**src/hdl/icache_cfg.svh**
```systemverilog
`ifndef ICACHE_CFG_SVH
`define ICACHE_CFG_SVH

// ----------------------------------------
// Cache geometry
// ----------------------------------------

// 8 lines, direct mapped
`define ICACHE_INDEX_BITS 3
// 4 words per line
`define ICACHE_WORD_BITS 2
// Byte offset inside a 32-bit word
`define ICACHE_BYTE_BITS 2

// Top address byte of the cacheable region
`define ICACHE_REGION 8'ha0

// AXI burst encodings
`define ICACHE_BURST_FIXED 2'b00
`define ICACHE_BURST_INCR 2'b01

`endif

```
**src/hdl/icache_pkg.sv**
```systemverilog
`include "icache_cfg.svh"

package icache_pkg;

    // ----------------------------------------
    // Widths with a meaning
    // ----------------------------------------
    typedef logic [31:0] addr_t;
    typedef logic [31:0] word_t;
    typedef logic [`ICACHE_INDEX_BITS-1:0] index_t;
    typedef logic [`ICACHE_WORD_BITS-1:0] offset_t;
    typedef logic [31-`ICACHE_INDEX_BITS-`ICACHE_WORD_BITS-`ICACHE_BYTE_BITS:0] tag_t;
    typedef logic [31:0] count_t;

    // ----------------------------------------
    // AXI read channel payloads
    // ----------------------------------------

    // AR channel, no ID or size
    typedef struct packed {
        addr_t      addr;
        logic [7:0] len;
        logic [1:0] burst;
    } ar_req_t;

    // R channel, no ID
    typedef struct packed {
        word_t      data;
        logic [1:0] resp;
        logic       last;
    } r_beat_t;

    // Controller FSM
    typedef enum logic [2:0] {
        IDLE,
        LOOKUP,
        HIT,
        REFILL,
        BYPASS
    } ctrl_state_e;

endpackage

```
**src/hdl/icache_ctrl.sv**
```systemverilog
`timescale 1ns/10ps
`include "icache_cfg.svh"

module icache_ctrl (
    input  logic                clock,
    input  logic                reset,
    input  logic                ifu_arvalid,
    output logic                ifu_arready,
    input  icache_pkg::ar_req_t ifu_ar,
    output logic                ifu_rvalid,
    input  logic                ifu_rready,
    output icache_pkg::r_beat_t ifu_r,
    input  logic                tag_hit,
    input  icache_pkg::word_t   cached_word,
    input  icache_pkg::r_beat_t mem_r,
    input  logic                mem_rvalid,
    output logic                mem_rready,
    input  logic                refill_last,
    output icache_pkg::addr_t   req_addr,
    output logic                start_line,
    output logic                start_bypass,
    output logic                line_alloc,
    output logic                beat_write,
    output logic                count_hit,
    output logic                count_miss
);
    import icache_pkg::*;

    ctrl_state_e state;
    ctrl_state_e state_next;
    logic        cacheable;
    // Line is complete, requested word waits for the fetch unit
    logic        refill_done;
    logic [1:0]  fill_resp;

    assign cacheable  = (req_addr[31:24] == `ICACHE_REGION);
    assign line_alloc = start_line;
    assign beat_write = (state == REFILL) && !refill_done && mem_rvalid;

    // ----------------------------------------
    // State and request registers
    // ----------------------------------------
    always_ff @(posedge clock or posedge reset) begin
        if (reset) begin
            state       <= IDLE;
            refill_done <= 1'b0;
        end else begin
            state <= state_next;
            if (state == REFILL && refill_last) begin
                refill_done <= 1'b1;
            end else if (state_next == IDLE) begin
                refill_done <= 1'b0;
            end
        end
    end

    always_ff @(posedge clock) begin
        if (ifu_arvalid && ifu_arready) begin
            req_addr <= ifu_ar.addr;
        end
        // Keep the first error seen during a line fill
        if (start_line) begin
            fill_resp <= 2'b00;
        end else if (beat_write && fill_resp == 2'b00) begin
            fill_resp <= mem_r.resp;
        end
    end

    // ----------------------------------------
    // Next state and handshake outputs
    // ----------------------------------------
    always_comb begin
        state_next   = state;
        ifu_arready  = 1'b0;
        ifu_rvalid   = 1'b0;
        ifu_r        = '{data: cached_word, resp: 2'b00, last: 1'b1};
        mem_rready   = 1'b0;
        start_line   = 1'b0;
        start_bypass = 1'b0;
        count_hit    = 1'b0;
        count_miss   = 1'b0;
        case (state)
            IDLE: begin
                ifu_arready = 1'b1;
                if (ifu_arvalid) begin
                    state_next = LOOKUP;
                end
            end
            LOOKUP: begin
                if (!cacheable) begin
                    start_bypass = 1'b1;
                    state_next   = BYPASS;
                end else if (tag_hit) begin
                    count_hit  = 1'b1;
                    state_next = HIT;
                end else begin
                    start_line = 1'b1;
                    count_miss = 1'b1;
                    state_next = REFILL;
                end
            end
            HIT: begin
                ifu_rvalid = 1'b1;
                if (ifu_rready) begin
                    state_next = IDLE;
                end
            end
            REFILL: begin
                if (refill_done) begin
                    // Whole line is in the store now
                    ifu_rvalid = 1'b1;
                    ifu_r.resp = fill_resp;
                    if (ifu_rready) begin
                        state_next = IDLE;
                    end
                end else begin
                    mem_rready = 1'b1;
                end
            end
            BYPASS: begin
                ifu_rvalid = mem_rvalid;
                ifu_r      = mem_r;
                mem_rready = ifu_rready;
                if (mem_rvalid && ifu_rready) begin
                    state_next = IDLE;
                end
            end
            default: state_next = IDLE;
        endcase
    end

    // Returned beat may not change while the fetch unit stalls
    assert property (@(posedge clock) disable iff (reset)
        ifu_rvalid && !ifu_rready |=> ifu_rvalid && $stable(ifu_r))
        else $error("ifu_r changed while waiting for ifu_rready");

endmodule

```
**src/hdl/icache_refill.sv**
```systemverilog
`timescale 1ns/10ps
`include "icache_cfg.svh"

module icache_refill (
    input  logic                clock,
    input  logic                reset,
    input  logic                start_line,
    input  logic                start_bypass,
    input  icache_pkg::addr_t   req_addr,
    output logic                mem_arvalid,
    input  logic                mem_arready,
    output icache_pkg::ar_req_t mem_ar,
    input  logic                mem_rvalid,
    input  icache_pkg::r_beat_t mem_r,
    output icache_pkg::offset_t beat_offset,
    output logic                refill_last
);
    import icache_pkg::*;

    localparam int LINE_WORDS = 1 << `ICACHE_WORD_BITS;
    localparam int LINE_LSB   = `ICACHE_WORD_BITS + `ICACHE_BYTE_BITS;

    logic    line_active;
    offset_t beat_cnt;

    // ----------------------------------------
    // AR request
    // ----------------------------------------
    always_ff @(posedge clock or posedge reset) begin
        if (reset) begin
            mem_arvalid <= 1'b0;
        end else if (start_line || start_bypass) begin
            mem_arvalid <= 1'b1;
        end else if (mem_arready) begin
            mem_arvalid <= 1'b0;
        end
    end

    always_ff @(posedge clock) begin
        if (start_line) begin
            // Whole aligned line, wrapping not needed
            mem_ar.addr  <= {req_addr[31:LINE_LSB], {LINE_LSB{1'b0}}};
            mem_ar.len   <= 8'(LINE_WORDS - 1);
            mem_ar.burst <= `ICACHE_BURST_INCR;
        end else if (start_bypass) begin
            mem_ar.addr  <= req_addr;
            mem_ar.len   <= 8'd0;
            mem_ar.burst <= `ICACHE_BURST_FIXED;
        end
    end

    // Beat counter for line refills
    always_ff @(posedge clock or posedge reset) begin
        if (reset) begin
            line_active <= 1'b0;
            beat_cnt    <= '0;
        end else if (start_line) begin
            line_active <= 1'b1;
            beat_cnt    <= '0;
        end else if (line_active && mem_rvalid) begin
            beat_cnt <= beat_cnt + 1'b1;
            if (mem_r.last) begin
                line_active <= 1'b0;
            end
        end
    end

    assign beat_offset = beat_cnt;
    assign refill_last = line_active && mem_rvalid && mem_r.last;

    assert property (@(posedge clock) disable iff (reset)
        line_active && mem_rvalid |-> mem_r.last == (beat_cnt == offset_t'(LINE_WORDS - 1)))
        else $error("rlast does not match the line burst length");

endmodule

```
**src/hdl/icache_stats.sv**
```systemverilog
`timescale 1ns/10ps
`include "icache_cfg.svh"

module icache_stats (
    input  logic               clock,
    input  logic               reset,
    input  logic               count_hit,
    input  logic               count_miss,
    output icache_pkg::count_t hit_count,
    output icache_pkg::count_t miss_count
);

    // ----------------------------------------
    // Saturating counters
    // ----------------------------------------
    always_ff @(posedge clock or posedge reset) begin
        if (reset) begin
            hit_count <= '0;
        end else if (count_hit && hit_count != '1) begin
            hit_count <= hit_count + 1'b1;
        end
    end

    // One pulse per miss, when its refill starts
    always_ff @(posedge clock or posedge reset) begin
        if (reset) begin
            miss_count <= '0;
        end else if (count_miss && miss_count != '1) begin
            miss_count <= miss_count + 1'b1;
        end
    end

endmodule

```
**src/hdl/icache_store.sv**
```systemverilog
`timescale 1ns/10ps
`include "icache_cfg.svh"

module icache_store (
    input  logic                clock,
    input  logic                reset,
    input  icache_pkg::addr_t   addr,
    input  logic                line_alloc,
    input  logic                beat_write,
    input  icache_pkg::offset_t beat_offset,
    input  icache_pkg::word_t   beat_data,
    output logic                tag_hit,
    output icache_pkg::word_t   cached_word
);
    import icache_pkg::*;

    localparam int LINES      = 1 << `ICACHE_INDEX_BITS;
    localparam int LINE_WORDS = 1 << `ICACHE_WORD_BITS;
    localparam int INDEX_LSB  = `ICACHE_WORD_BITS + `ICACHE_BYTE_BITS;
    localparam int TAG_LSB    = INDEX_LSB + `ICACHE_INDEX_BITS;

    logic [LINES-1:0] valid_q;
    tag_t             tag_mem [LINES];
    word_t            data_mem [LINES][LINE_WORDS];
    index_t           index;
    offset_t          offset;
    tag_t             tag;

    // Address split
    assign index  = addr[INDEX_LSB +: `ICACHE_INDEX_BITS];
    assign offset = addr[`ICACHE_BYTE_BITS +: `ICACHE_WORD_BITS];
    assign tag    = addr[31:TAG_LSB];

    // ----------------------------------------
    // Valid bits
    // ----------------------------------------
    always_ff @(posedge clock or posedge reset) begin
        if (reset) begin
            valid_q <= '0;
        end else if (line_alloc) begin
            valid_q[index] <= 1'b1;
        end
    end

    // Tag and data arrays
    always_ff @(posedge clock) begin
        if (line_alloc) begin
            tag_mem[index] <= tag;
        end
        if (beat_write) begin
            data_mem[index][beat_offset] <= beat_data;
        end
    end

    // Combinational lookup
    assign tag_hit     = valid_q[index] && (tag_mem[index] == tag);
    assign cached_word = data_mem[index][offset];

    // Allocation happens in LOOKUP, beats only arrive in REFILL
    assert property (@(posedge clock) disable iff (reset)
        !(line_alloc && beat_write))
        else $error("line_alloc and beat_write in the same cycle");

endmodule

```
**src/hdl/icache_top.sv**
```systemverilog
`timescale 1ns/10ps
`include "icache_cfg.svh"

module icache_top (
    input  logic                clock,
    input  logic                reset,
    input  logic                ifu_arvalid,
    output logic                ifu_arready,
    input  icache_pkg::ar_req_t ifu_ar,
    output logic                ifu_rvalid,
    input  logic                ifu_rready,
    output icache_pkg::r_beat_t ifu_r,
    output logic                mem_arvalid,
    input  logic                mem_arready,
    output icache_pkg::ar_req_t mem_ar,
    input  logic                mem_rvalid,
    output logic                mem_rready,
    input  icache_pkg::r_beat_t mem_r,
    output icache_pkg::count_t  hit_count,
    output icache_pkg::count_t  miss_count
);
    import icache_pkg::*;

    addr_t   req_addr;
    word_t   cached_word;
    offset_t beat_offset;
    logic    tag_hit;
    logic    refill_last;
    logic    start_line;
    logic    start_bypass;
    logic    line_alloc;
    logic    beat_write;
    logic    count_hit;
    logic    count_miss;

    icache_ctrl ctrl0 (
        .clock        (clock),
        .reset        (reset),
        .ifu_arvalid  (ifu_arvalid),
        .ifu_arready  (ifu_arready),
        .ifu_ar       (ifu_ar),
        .ifu_rvalid   (ifu_rvalid),
        .ifu_rready   (ifu_rready),
        .ifu_r        (ifu_r),
        .tag_hit      (tag_hit),
        .cached_word  (cached_word),
        .mem_r        (mem_r),
        .mem_rvalid   (mem_rvalid),
        .mem_rready   (mem_rready),
        .refill_last  (refill_last),
        .req_addr     (req_addr),
        .start_line   (start_line),
        .start_bypass (start_bypass),
        .line_alloc   (line_alloc),
        .beat_write   (beat_write),
        .count_hit    (count_hit),
        .count_miss   (count_miss)
    );

    // Beat data comes straight from the R channel
    icache_store store0 (
        .clock       (clock),
        .reset       (reset),
        .addr        (req_addr),
        .line_alloc  (line_alloc),
        .beat_write  (beat_write),
        .beat_offset (beat_offset),
        .beat_data   (mem_r.data),
        .tag_hit     (tag_hit),
        .cached_word (cached_word)
    );

    icache_refill refill0 (
        .clock        (clock),
        .reset        (reset),
        .start_line   (start_line),
        .start_bypass (start_bypass),
        .req_addr     (req_addr),
        .mem_arvalid  (mem_arvalid),
        .mem_arready  (mem_arready),
        .mem_ar       (mem_ar),
        .mem_rvalid   (mem_rvalid),
        .mem_r        (mem_r),
        .beat_offset  (beat_offset),
        .refill_last  (refill_last)
    );

    icache_stats stats0 (
        .clock      (clock),
        .reset      (reset),
        .count_hit  (count_hit),
        .count_miss (count_miss),
        .hit_count  (hit_count),
        .miss_count (miss_count)
    );

endmodule

```
**config.mk**
```make
export PLATFORM = sky130hd
export DESIGN_NAME = icache_top
export DESIGN_NICKNAME = d
export VERILOG_FILES = /design/src/hdl/icache_pkg.sv /design/src/hdl/icache_ctrl.sv /design/src/hdl/icache_refill.sv /design/src/hdl/icache_stats.sv /design/src/hdl/icache_store.sv /design/src/hdl/icache_top.sv
export VERILOG_INCLUDE_DIRS = /design/src /design/src/hdl
export SDC_FILE = /design/constraint.sdc
export NUM_CORES = 1
export LEC_CHECK = 0
export ABC_AREA = 1
export BUFFER_PORTS_ARGS = -buffer_cell sky130_fd_sc_hd__clkbuf_2
export CAP_MARGIN = 20
export CORE_MARGIN = 1.5
export CORE_UTILIZATION = 30
export DETAILED_ROUTE_END_ITERATION = 10
export PLACE_DENSITY = 0.54
export REMOVE_ABC_BUFFERS = 1
export SLEW_MARGIN = 10
export SYNTH_ARGS = -nofsm -noshare
export SYNTH_HDL_FRONTEND = slang
export SYNTH_HIERARCHICAL = 1
export SYNTH_SLANG_ARGS = --single-unit
export TNS_END_PERCENT = 100
```
**constraint.sdc**
```tcl
create_clock -name clock -period 6.5 [get_ports clock]
set_input_delay 0.65 -clock clock [delete_from_list [all_inputs] [get_ports clock]]
set_output_delay 0.65 -clock clock [all_outputs]
set_load 0.005 [all_outputs]
```
==> run_results.csv, run 1 <==
group,metric,value,unit
status,status,"finished, final reports clean",
setup_path,slowest_delay,0.84,ns
clock_tree,clk-insertion-delay-late,0.80,ns
power_and_ir_drop,p_total,20570,uW
global_route,grt_pass1_vias,33550,
synth,synth.ff_latch_count,1371,
setup_path,cp_max_fo,16,
sta,tightestPinTransition,1.198,ns
global_route,grt_max_degree,128,
clock_tree,clockRootBuffer,"clkbuf_16",
synth,syn_area,55360,um^2
floorplanning,die_w,432.6,um
synth,yosys.area.top_type_share,0.6965,
floorplanning,ios,228,
routing,wl_per_cell,22.03,um
clock_tree,clockBufferDepth,3,
finish,layout-drive-gt1-share,0.1285,
sta,fin_crit_sh,0.7828,
finish,multiInputGateArea,12500,um^2
routing,routed_wl,162100,um
finish,finish.net_count,4866,
sta,finalMaxSlewViolations,0,
setup_path,crit_slowest_cell,"edfxtp_1",
routing,postRouteAntennaNets,0,
routing,via_count,35300,
synth,yosysSeqAreaShare,0.7351,
floorplanning,core,183300,um^2
sta,fmax,196.5,MHz
floorplanning,initial_core_util,0.3021,
finish,fillers,17780,
sta,rsz0062_at_grt,"no",
setup_path,critical_path_class,"register to register",
synth,synth_cell_type_count,46,
clock_tree,h-tree-depth,4,
placement,dp_cells,7082,
setup_path,cp.buffers_inverters,5,
power_and_ir_drop,peakVddDrop,0.2044,mV
clock_tree,clock_sinks,1371,
job,max_cap_viol_count,0,
placement,numPortBuffers,210,
sta,max_slew_margin,0.1997,
setup_path,worst-endpoint-arrival,5.74,ns
setup_path,crit_top_cell,"nand2_1",
placement,place_congestion,0.8546,
synth,synth.largest_area_cell,"edfxtp_1",
global_route,grt_pass1_wl,231200,um
clock_tree,cts.clk_slew.worst_paths,0.06,ns
floorplanning,fp.dieH,432.6,um
routing,dr.pass1.iters,5,
hold_path,hold_path_class,"input port to register",
floorplanning,dieArea,187100,um^2
sta,setup_tns,0,ns
routing,drc,0,
synth,syn_avg_cell_area,12.29,um^2
finish,final_area,64360,um^2
sta,whs,0.05841,ns
placement,dp_hpwl,89250,um
setup_path,worst_setup_path_start_kind,"register",
global_route,overflow,0,
finish,seq_area,40700,um^2
setup_path,critPathTopFamily,"simple AND/OR/NAND/NOR gates",
setup_path,crit_required,7.15,ns
global_route,antenna_found_initial,8,
finish,area_growth,16.26,%
setup_path,reg2reg_slack,1.41,ns
sta,hold_viol,0,
synth,synth.area.top_cells,"edfxtp_1 70%, nand2_1 8.9%, dfrtp_1 3.6%",
routing,viasPerCell,4.798,
setup_path,end_kind,"register",
setup_path,path_cells,"nand2_4 > inv_2 > nand3_1 > nand2_1 > nor2_1 > nand2_1 > nand2_1 > nor2_1 > nand2_1 > nor2_1 > nand2_1 > nor2_1 > inv_1 > nand2_1 > inv_1 > inv_1 > nor2_4 > buf_16 > or2_2",
power_and_ir_drop,power_density,319.6,nW/um^2
global_route,grt_use_total,0.1701,
sta,skew,0.04427,ns
sta,finalSetupViolCount,0,
clock_tree,cts_made_buffers,144,
placement,placed_area,59670,um^2
finish,final_cells,7356,
synth,synthCells,4503,
synth,synth_warnings,6,
sta,timing.final.crit_period,5.088,ns
routing,drtIter0Drc,3389,
power_and_ir_drop,power.leakage,0.02356,uW
clock_tree,cts_tree,"yes",
floorplanning,rows,157,
==> cells by family after synthesis <==
group,after synthesis,share of synthesized area
DFF,1371,0.7351
xor gates and xnor gates,23,0.003639
adders and majority gates,2,0.0004519
AOI/OAI and AO/OA,416,0.05392
and+or+nand+nor,2120,0.1616
buffers and inverters,570,0.04518
other,1,0.00006774
==> cells in the mapped netlist, drive strengths merged <==
cell type	count
a22o	92
conb	1
o311ai	1
o21ai	44
a22oi	64
xnor2	9
dfxtp	7
nand2	1340
and3	2
a211oi	32
o21bai	17
nand4	100
ha	2
a21oi	94
or2	11
xor2	14
clkbuf	36
nor2	397
o22ai	3
dfrtp	80
edfxtp	1284
o211ai	3
a221oi	56
o2bb2ai	10
nand3	235
inv	377
buf	157
and2	3
nor3	9
nor4	1
nand3b	22
==> placed cells by master, fill, tap and decap left out, types with 7 or more instances in the layout <==
master / instances
inv_1: 358
a21oi_1: 94
clkinv_2: 14
dlygate4sd3_1: 15
a22o_1: 92
nand4_1: 100
nand3_1: 235
conb_1: 7
nor2_2: 28
dfxtp_1: 7
nand2_2: 18
buf_4: 76
o21ai_1: 9
o21bai_1: 17
nand2_4: 8
a22oi_1: 64
edfxtp_1: 1284
nand3b_1: 22
a221oi_1: 56
a211oi_1: 32
clkbuf_16: 146
nor3_1: 9
o2bb2ai_1: 10
clkbuf_2: 210
inv_4: 7
dfrtp_1: 80
nand2_1: 1314
inv_6: 7
buf_12: 14
clkbuf_1: 37
xor2_1: 14
nor2_4: 55
o21ai_0: 35
or2_2: 7
inv_2: 12
nor2_1: 312
xnor2_1: 9
clkinv_1: 32
bufinv_16: 7
==> routing by layer <==
metal | global-route usage | vias up | wire length, um
met2 | 0.2783 | 1308 | 77190
met3 | 0.03355 | 250 | 11560
met5 | 0 | - | 27
met4 | 0.05010 | 4 | 4193
li1 | - | 16220 | -
met1 | 0.2281 | 17520 | 69110
==> state kept, by name, indices dropped and copies added, names as in the netlist <==
name	flops
store0/tag_mem	200
ctrl0/req_addr	32
refill0/mem_arvalid	1
stats0/miss_count	32
refill0/mem_ar	33
store0/data_mem	1024
store0/valid_q	8
ctrl0/state	3
ctrl0/refill_done	1
ctrl0/fill_resp	2
refill0/line_active	1
refill0/beat_offset	2
stats0/hit_count	32
==> cell type report <==
type,instances,area share
inverter,377,0.02226
sequential,1371,0.6323
antenna,3,0.0001166
clock inverter,69,0.01028
tap,2464,0.04790
timing repair buffer,319,0.03359
multi-input combinational,2568,0.1942
clock buffer,185,0.05935
==> metrics by stage <==
step,util,setup slack [ns]
6_report,0.3512,1.412
5_1_grt,0.3512,1.127
4_1_cts,0.3508,1.321
3_5_place_dp,0.3256,1.361
3_3_place_gp,0.3252,1.353
2_1_floorplan,-,-2.518
==> what timing repair did <==
item,4_1_cts,5_1_grt
hold buffers,15,0
buffers inserted,0,0
resized for setup,0,0
endpoints found under the hold margin,30,0
==> worst paths after layout <==
path / start / to / depth (start not counted)
worst min-delay path: ifu_ar[26] / ctrl0/req_addr[16] / 1
worst max-delay path: ctrl0/req_addr[6] / store0/valid_q[1] / 19
worst min register to register: store0/valid_q[4] / store0/valid_q[4] / 2
worst max register to register: ctrl0/req_addr[6] / store0/valid_q[1] / 19
max in group asynchronous: reset / stats0/miss_count[11] / 4
min in group asynchronous: reset / refill0/mem_arvalid / 3
==> report_power, final <==
part           total (uW)  internal, uW  switching [uW]
Combinational        2640           773            1870
Sequential           9980          9840             139
Clock                7950          4460            3490
Total               20600         15100            5500
Note: power is estimated with default switching activity, not from simulation.
==> run 2, diff against run 1 <==
==> constraint.sdc (replaced) <==
create_clock -name clock -period 5.1 [get_ports clock]
set_input_delay 0.51 -clock clock [delete_from_list [all_inputs] [get_ports clock]]
set_output_delay 0.51 -clock clock [all_outputs]
set_load 0.005 [all_outputs]
==> run 2 against run 1 <==
Critical endpoint is now ifu_r[11]. Final area is 0.61% higher. Sequential cell count stayed put. Die area stayed put. Largest cell class unchanged. Combinational power is 28% higher. Critical path depth is 6 lower.
==> run_results.csv, run 2 (synthesized netlist as in run 1, its figures left out) <==
group,metric,value,unit
status,status,"finished, final reports clean",
setup_path,crit_required,4.59,ns
job,max_cap_viol_count,0,
power_and_ir_drop,peakVddDrop,0.3308,mV
finish,layout_common_cells,"1314 x nand2_1, 1284 x edfxtp_1, 358 x inv_1, 312 x nor2_1, 235 x nand3_1",
clock_tree,clockBufferDepth,3,
routing,dr.pass1.iters,8,
routing,drc,0,
sta,setup_tns,0,ns
global_route,grt_use_total,0.1694,
power_and_ir_drop,power_density,407.4,nW/um^2
setup_path,worst-endpoint-arrival,4.10,ns
setup_path,cp_max_fo,21,
placement,place_congestion,0.8444,
routing,routed_wl,161000,um
finish,finish.net_count,4881,
clock_tree,h-tree-depth,4,
setup_path,timing.rr.start,"ctrl0/req_addr[5]",
clock_tree,cts_made_buffers,145,
sta,rsz0062_at_grt,"no",
setup_path,setup.worst_path.end,"ifu_r[11]",
setup_path,end_kind,"output pin",
setup_path,timing.rr.end,"stats0/hit_count[23]",
setup_path,worst_setup_path_start_kind,"register",
setup_path,slowest_delay,0.70,ns
floorplanning,rows,157,
floorplanning,initial_core_util,0.3021,
floorplanning,core,183300,um^2
sta,fin_crit_sh,0.9039,
global_route,grt_pass1_wl,231600,um
routing,wl_per_cell,21.83,um
routing,viasPerCell,4.767,
finish,layout_commonest_cell,"nand2_1",
finish,area_growth,16.97,%
setup_path,reg2reg_slack,0.77,ns
setup_path,cp-startpoint,"ctrl0/req_addr[5]",
power_and_ir_drop,p_total,26390,uW
clock_tree,cts_tree,"yes",
setup_path,path_cells,"inv_4 > nand2_2 > nor2_4 > buf_4 > a22oi_1 > nand3_1 > nor2_1 > nand3_1 > nand3_1 > nand2_1 > nand2_1 > nand2_1 > clkbuf_2",
routing,postRouteAntennaNets,0,
setup_path,crit_slowest_cell,"edfxtp_1",
sta,timing.final.crit_period,4.610,ns
sta,tightestPinTransition,1.095,ns
global_route,antenna_found_initial,5,
global_route,grt_pass1_vias,33440,
clock_tree,clockRootBuffer,"clkbuf_16",
global_route,overflow,0,
floorplanning,fp.dieH,432.6,um
sta,skew,0.05006,ns
placement,numPortBuffers,210,
finish,layout-drive-gt1-share,0.1287,
floorplanning,ios,228,
routing,drtIter0Drc,3035,
floorplanning,die_w,432.6,um
routing,via_count,35160,
global_route,grt_max_degree,129,
sta,hold_viol,0,
sta,finalSetupViolCount,0,
sta,finalMaxSlewViolations,0,
floorplanning,dieArea,187100,um^2
setup_path,critical_path_class,"register to output pin",
sta,fmax,216.9,MHz
clock_tree,clock_sinks,1371,
setup_path,r2r_cells,21,
finish,top_regs,"store0/data_mem: 1024 flops, store0/tag_mem: 200 flops, refill0/mem_ar: 33 flops",
power_and_ir_drop,power.leakage,0.02371,uW
clock_tree,clk-insertion-delay-late,0.79,ns
sta,whs,0.06549,ns
clock_tree,cts.clk_slew.worst_paths,0.06,ns
finish,largest_reg_flops,1024,
sta,max_slew_margin,0.2680,
finish,largest-register,"store0/data_mem",
placement,dp_hpwl,85920,um
hold_path,hold_path_class,"input port to register",
run 2: cell types whose count changed in the layout (fill, tap and decap cells not counted), moves of 2 or more:
cell,previous run,this run
clkbuf_1,37,33
buf_12,14,32
inv_6,7,4
buf_4,76,59
clkinv_1,32,35
dlygate4sd3_1,15,32
clkinv_2,14,20
clkbuf_16,146,149
inv_16,2,4
buf_16,4,0
run 2: area by class of cell:
| cell class | instances | area (um^2) |
|---|---|---|
| multi-input combinational | 2568 | 12500 |
| fill | 17750 | 118500 |
| sequential | 1371 | 40700 |
| timing repair buffer | 333 | 2455 |
| tap | 2464 | 3083 |
| clock inverter | 76 | 704.4 |
| antenna | 2 | 5.005 |
| inverter | 377 | 1434 |
| clock buffer | 184 | 3880 |
run 2: routing by layer:
layer	global-route usage	vias to the layer above	wire (um)
met2	0.2826	1181	78060
li1	-	16250	-
met4	0.04220	6	3353
met5	0	-	36
met3	0.02868	217	9986
met1	0.2285	17510	69580
run 2: worst max-delay path: cells and delay by family, from the launching register on:
kind,cells,cell delay [ns]
AOI/OAI and AO/OA,1,0.11
DFF,1,0.70
and+or+nand+nor,9,1.57
buffers and inverters,3,0.91
run 2: repair_timing:
| action | CTS | global route |
|---|---|---|
| resized for setup | 0 | 0 |
| setup endpoints to repair | 0 | 0 |
| hold buffers | 32 | 0 |
| hold endpoints to repair | 47 | 0 |
| setup buffers | 0 | 0 |
run 2: metrics by stage:
| stage | worst slack, ns | std cells | util | cell area, um^2 |
|---|---|---|---|---|
| global placement | 0.8259 | 7081 | 0.3265 | 59850 |
| global route | 0.2237 | 7373 | 0.3533 | 64750 |
| finish | 0.4903 | 7375 | 0.3533 | 64760 |
| detailed placement | 0.7922 | 7081 | 0.3265 | 59850 |
| floorplan | -3.778 | 4316 | - | 54310 |
| CTS | 0.4026 | 7373 | 0.3533 | 64750 |
run 2: worst min path at each step:
| stage | slack [ns] | startpoint | cells past startpoint | endpoint |
|---|---|---|---|---|
| after floorplan | 0.28 | reset | 1 | ctrl0/refill_done |
| after global placement | 0.44 | store0/valid_q[6] | 2 | store0/valid_q[6] |
| after detailed placement | 0.45 | store0/valid_q[6] | 2 | store0/valid_q[6] |
| after CTS | 0.01 | mem_rvalid | 3 | refill0/beat_offset[0] |
| after global routing | 0.02 | ifu_ar[36] | 1 | ctrl0/req_addr[26] |
| final | 0.07 | ifu_ar[36] | 1 | ctrl0/req_addr[26] |
run 2: report_power, final:
| group | internal [uW] | leakage [uW] | total, uW | switching (uW) |
|---|---|---|---|---|
| registers | 12500 | 0.0127 | 12700 | 175 |
| logic | 1010 | 0.00874 | 3380 | 2370 |
| clock network | 5830 | 0.00223 | 10300 | 4460 |
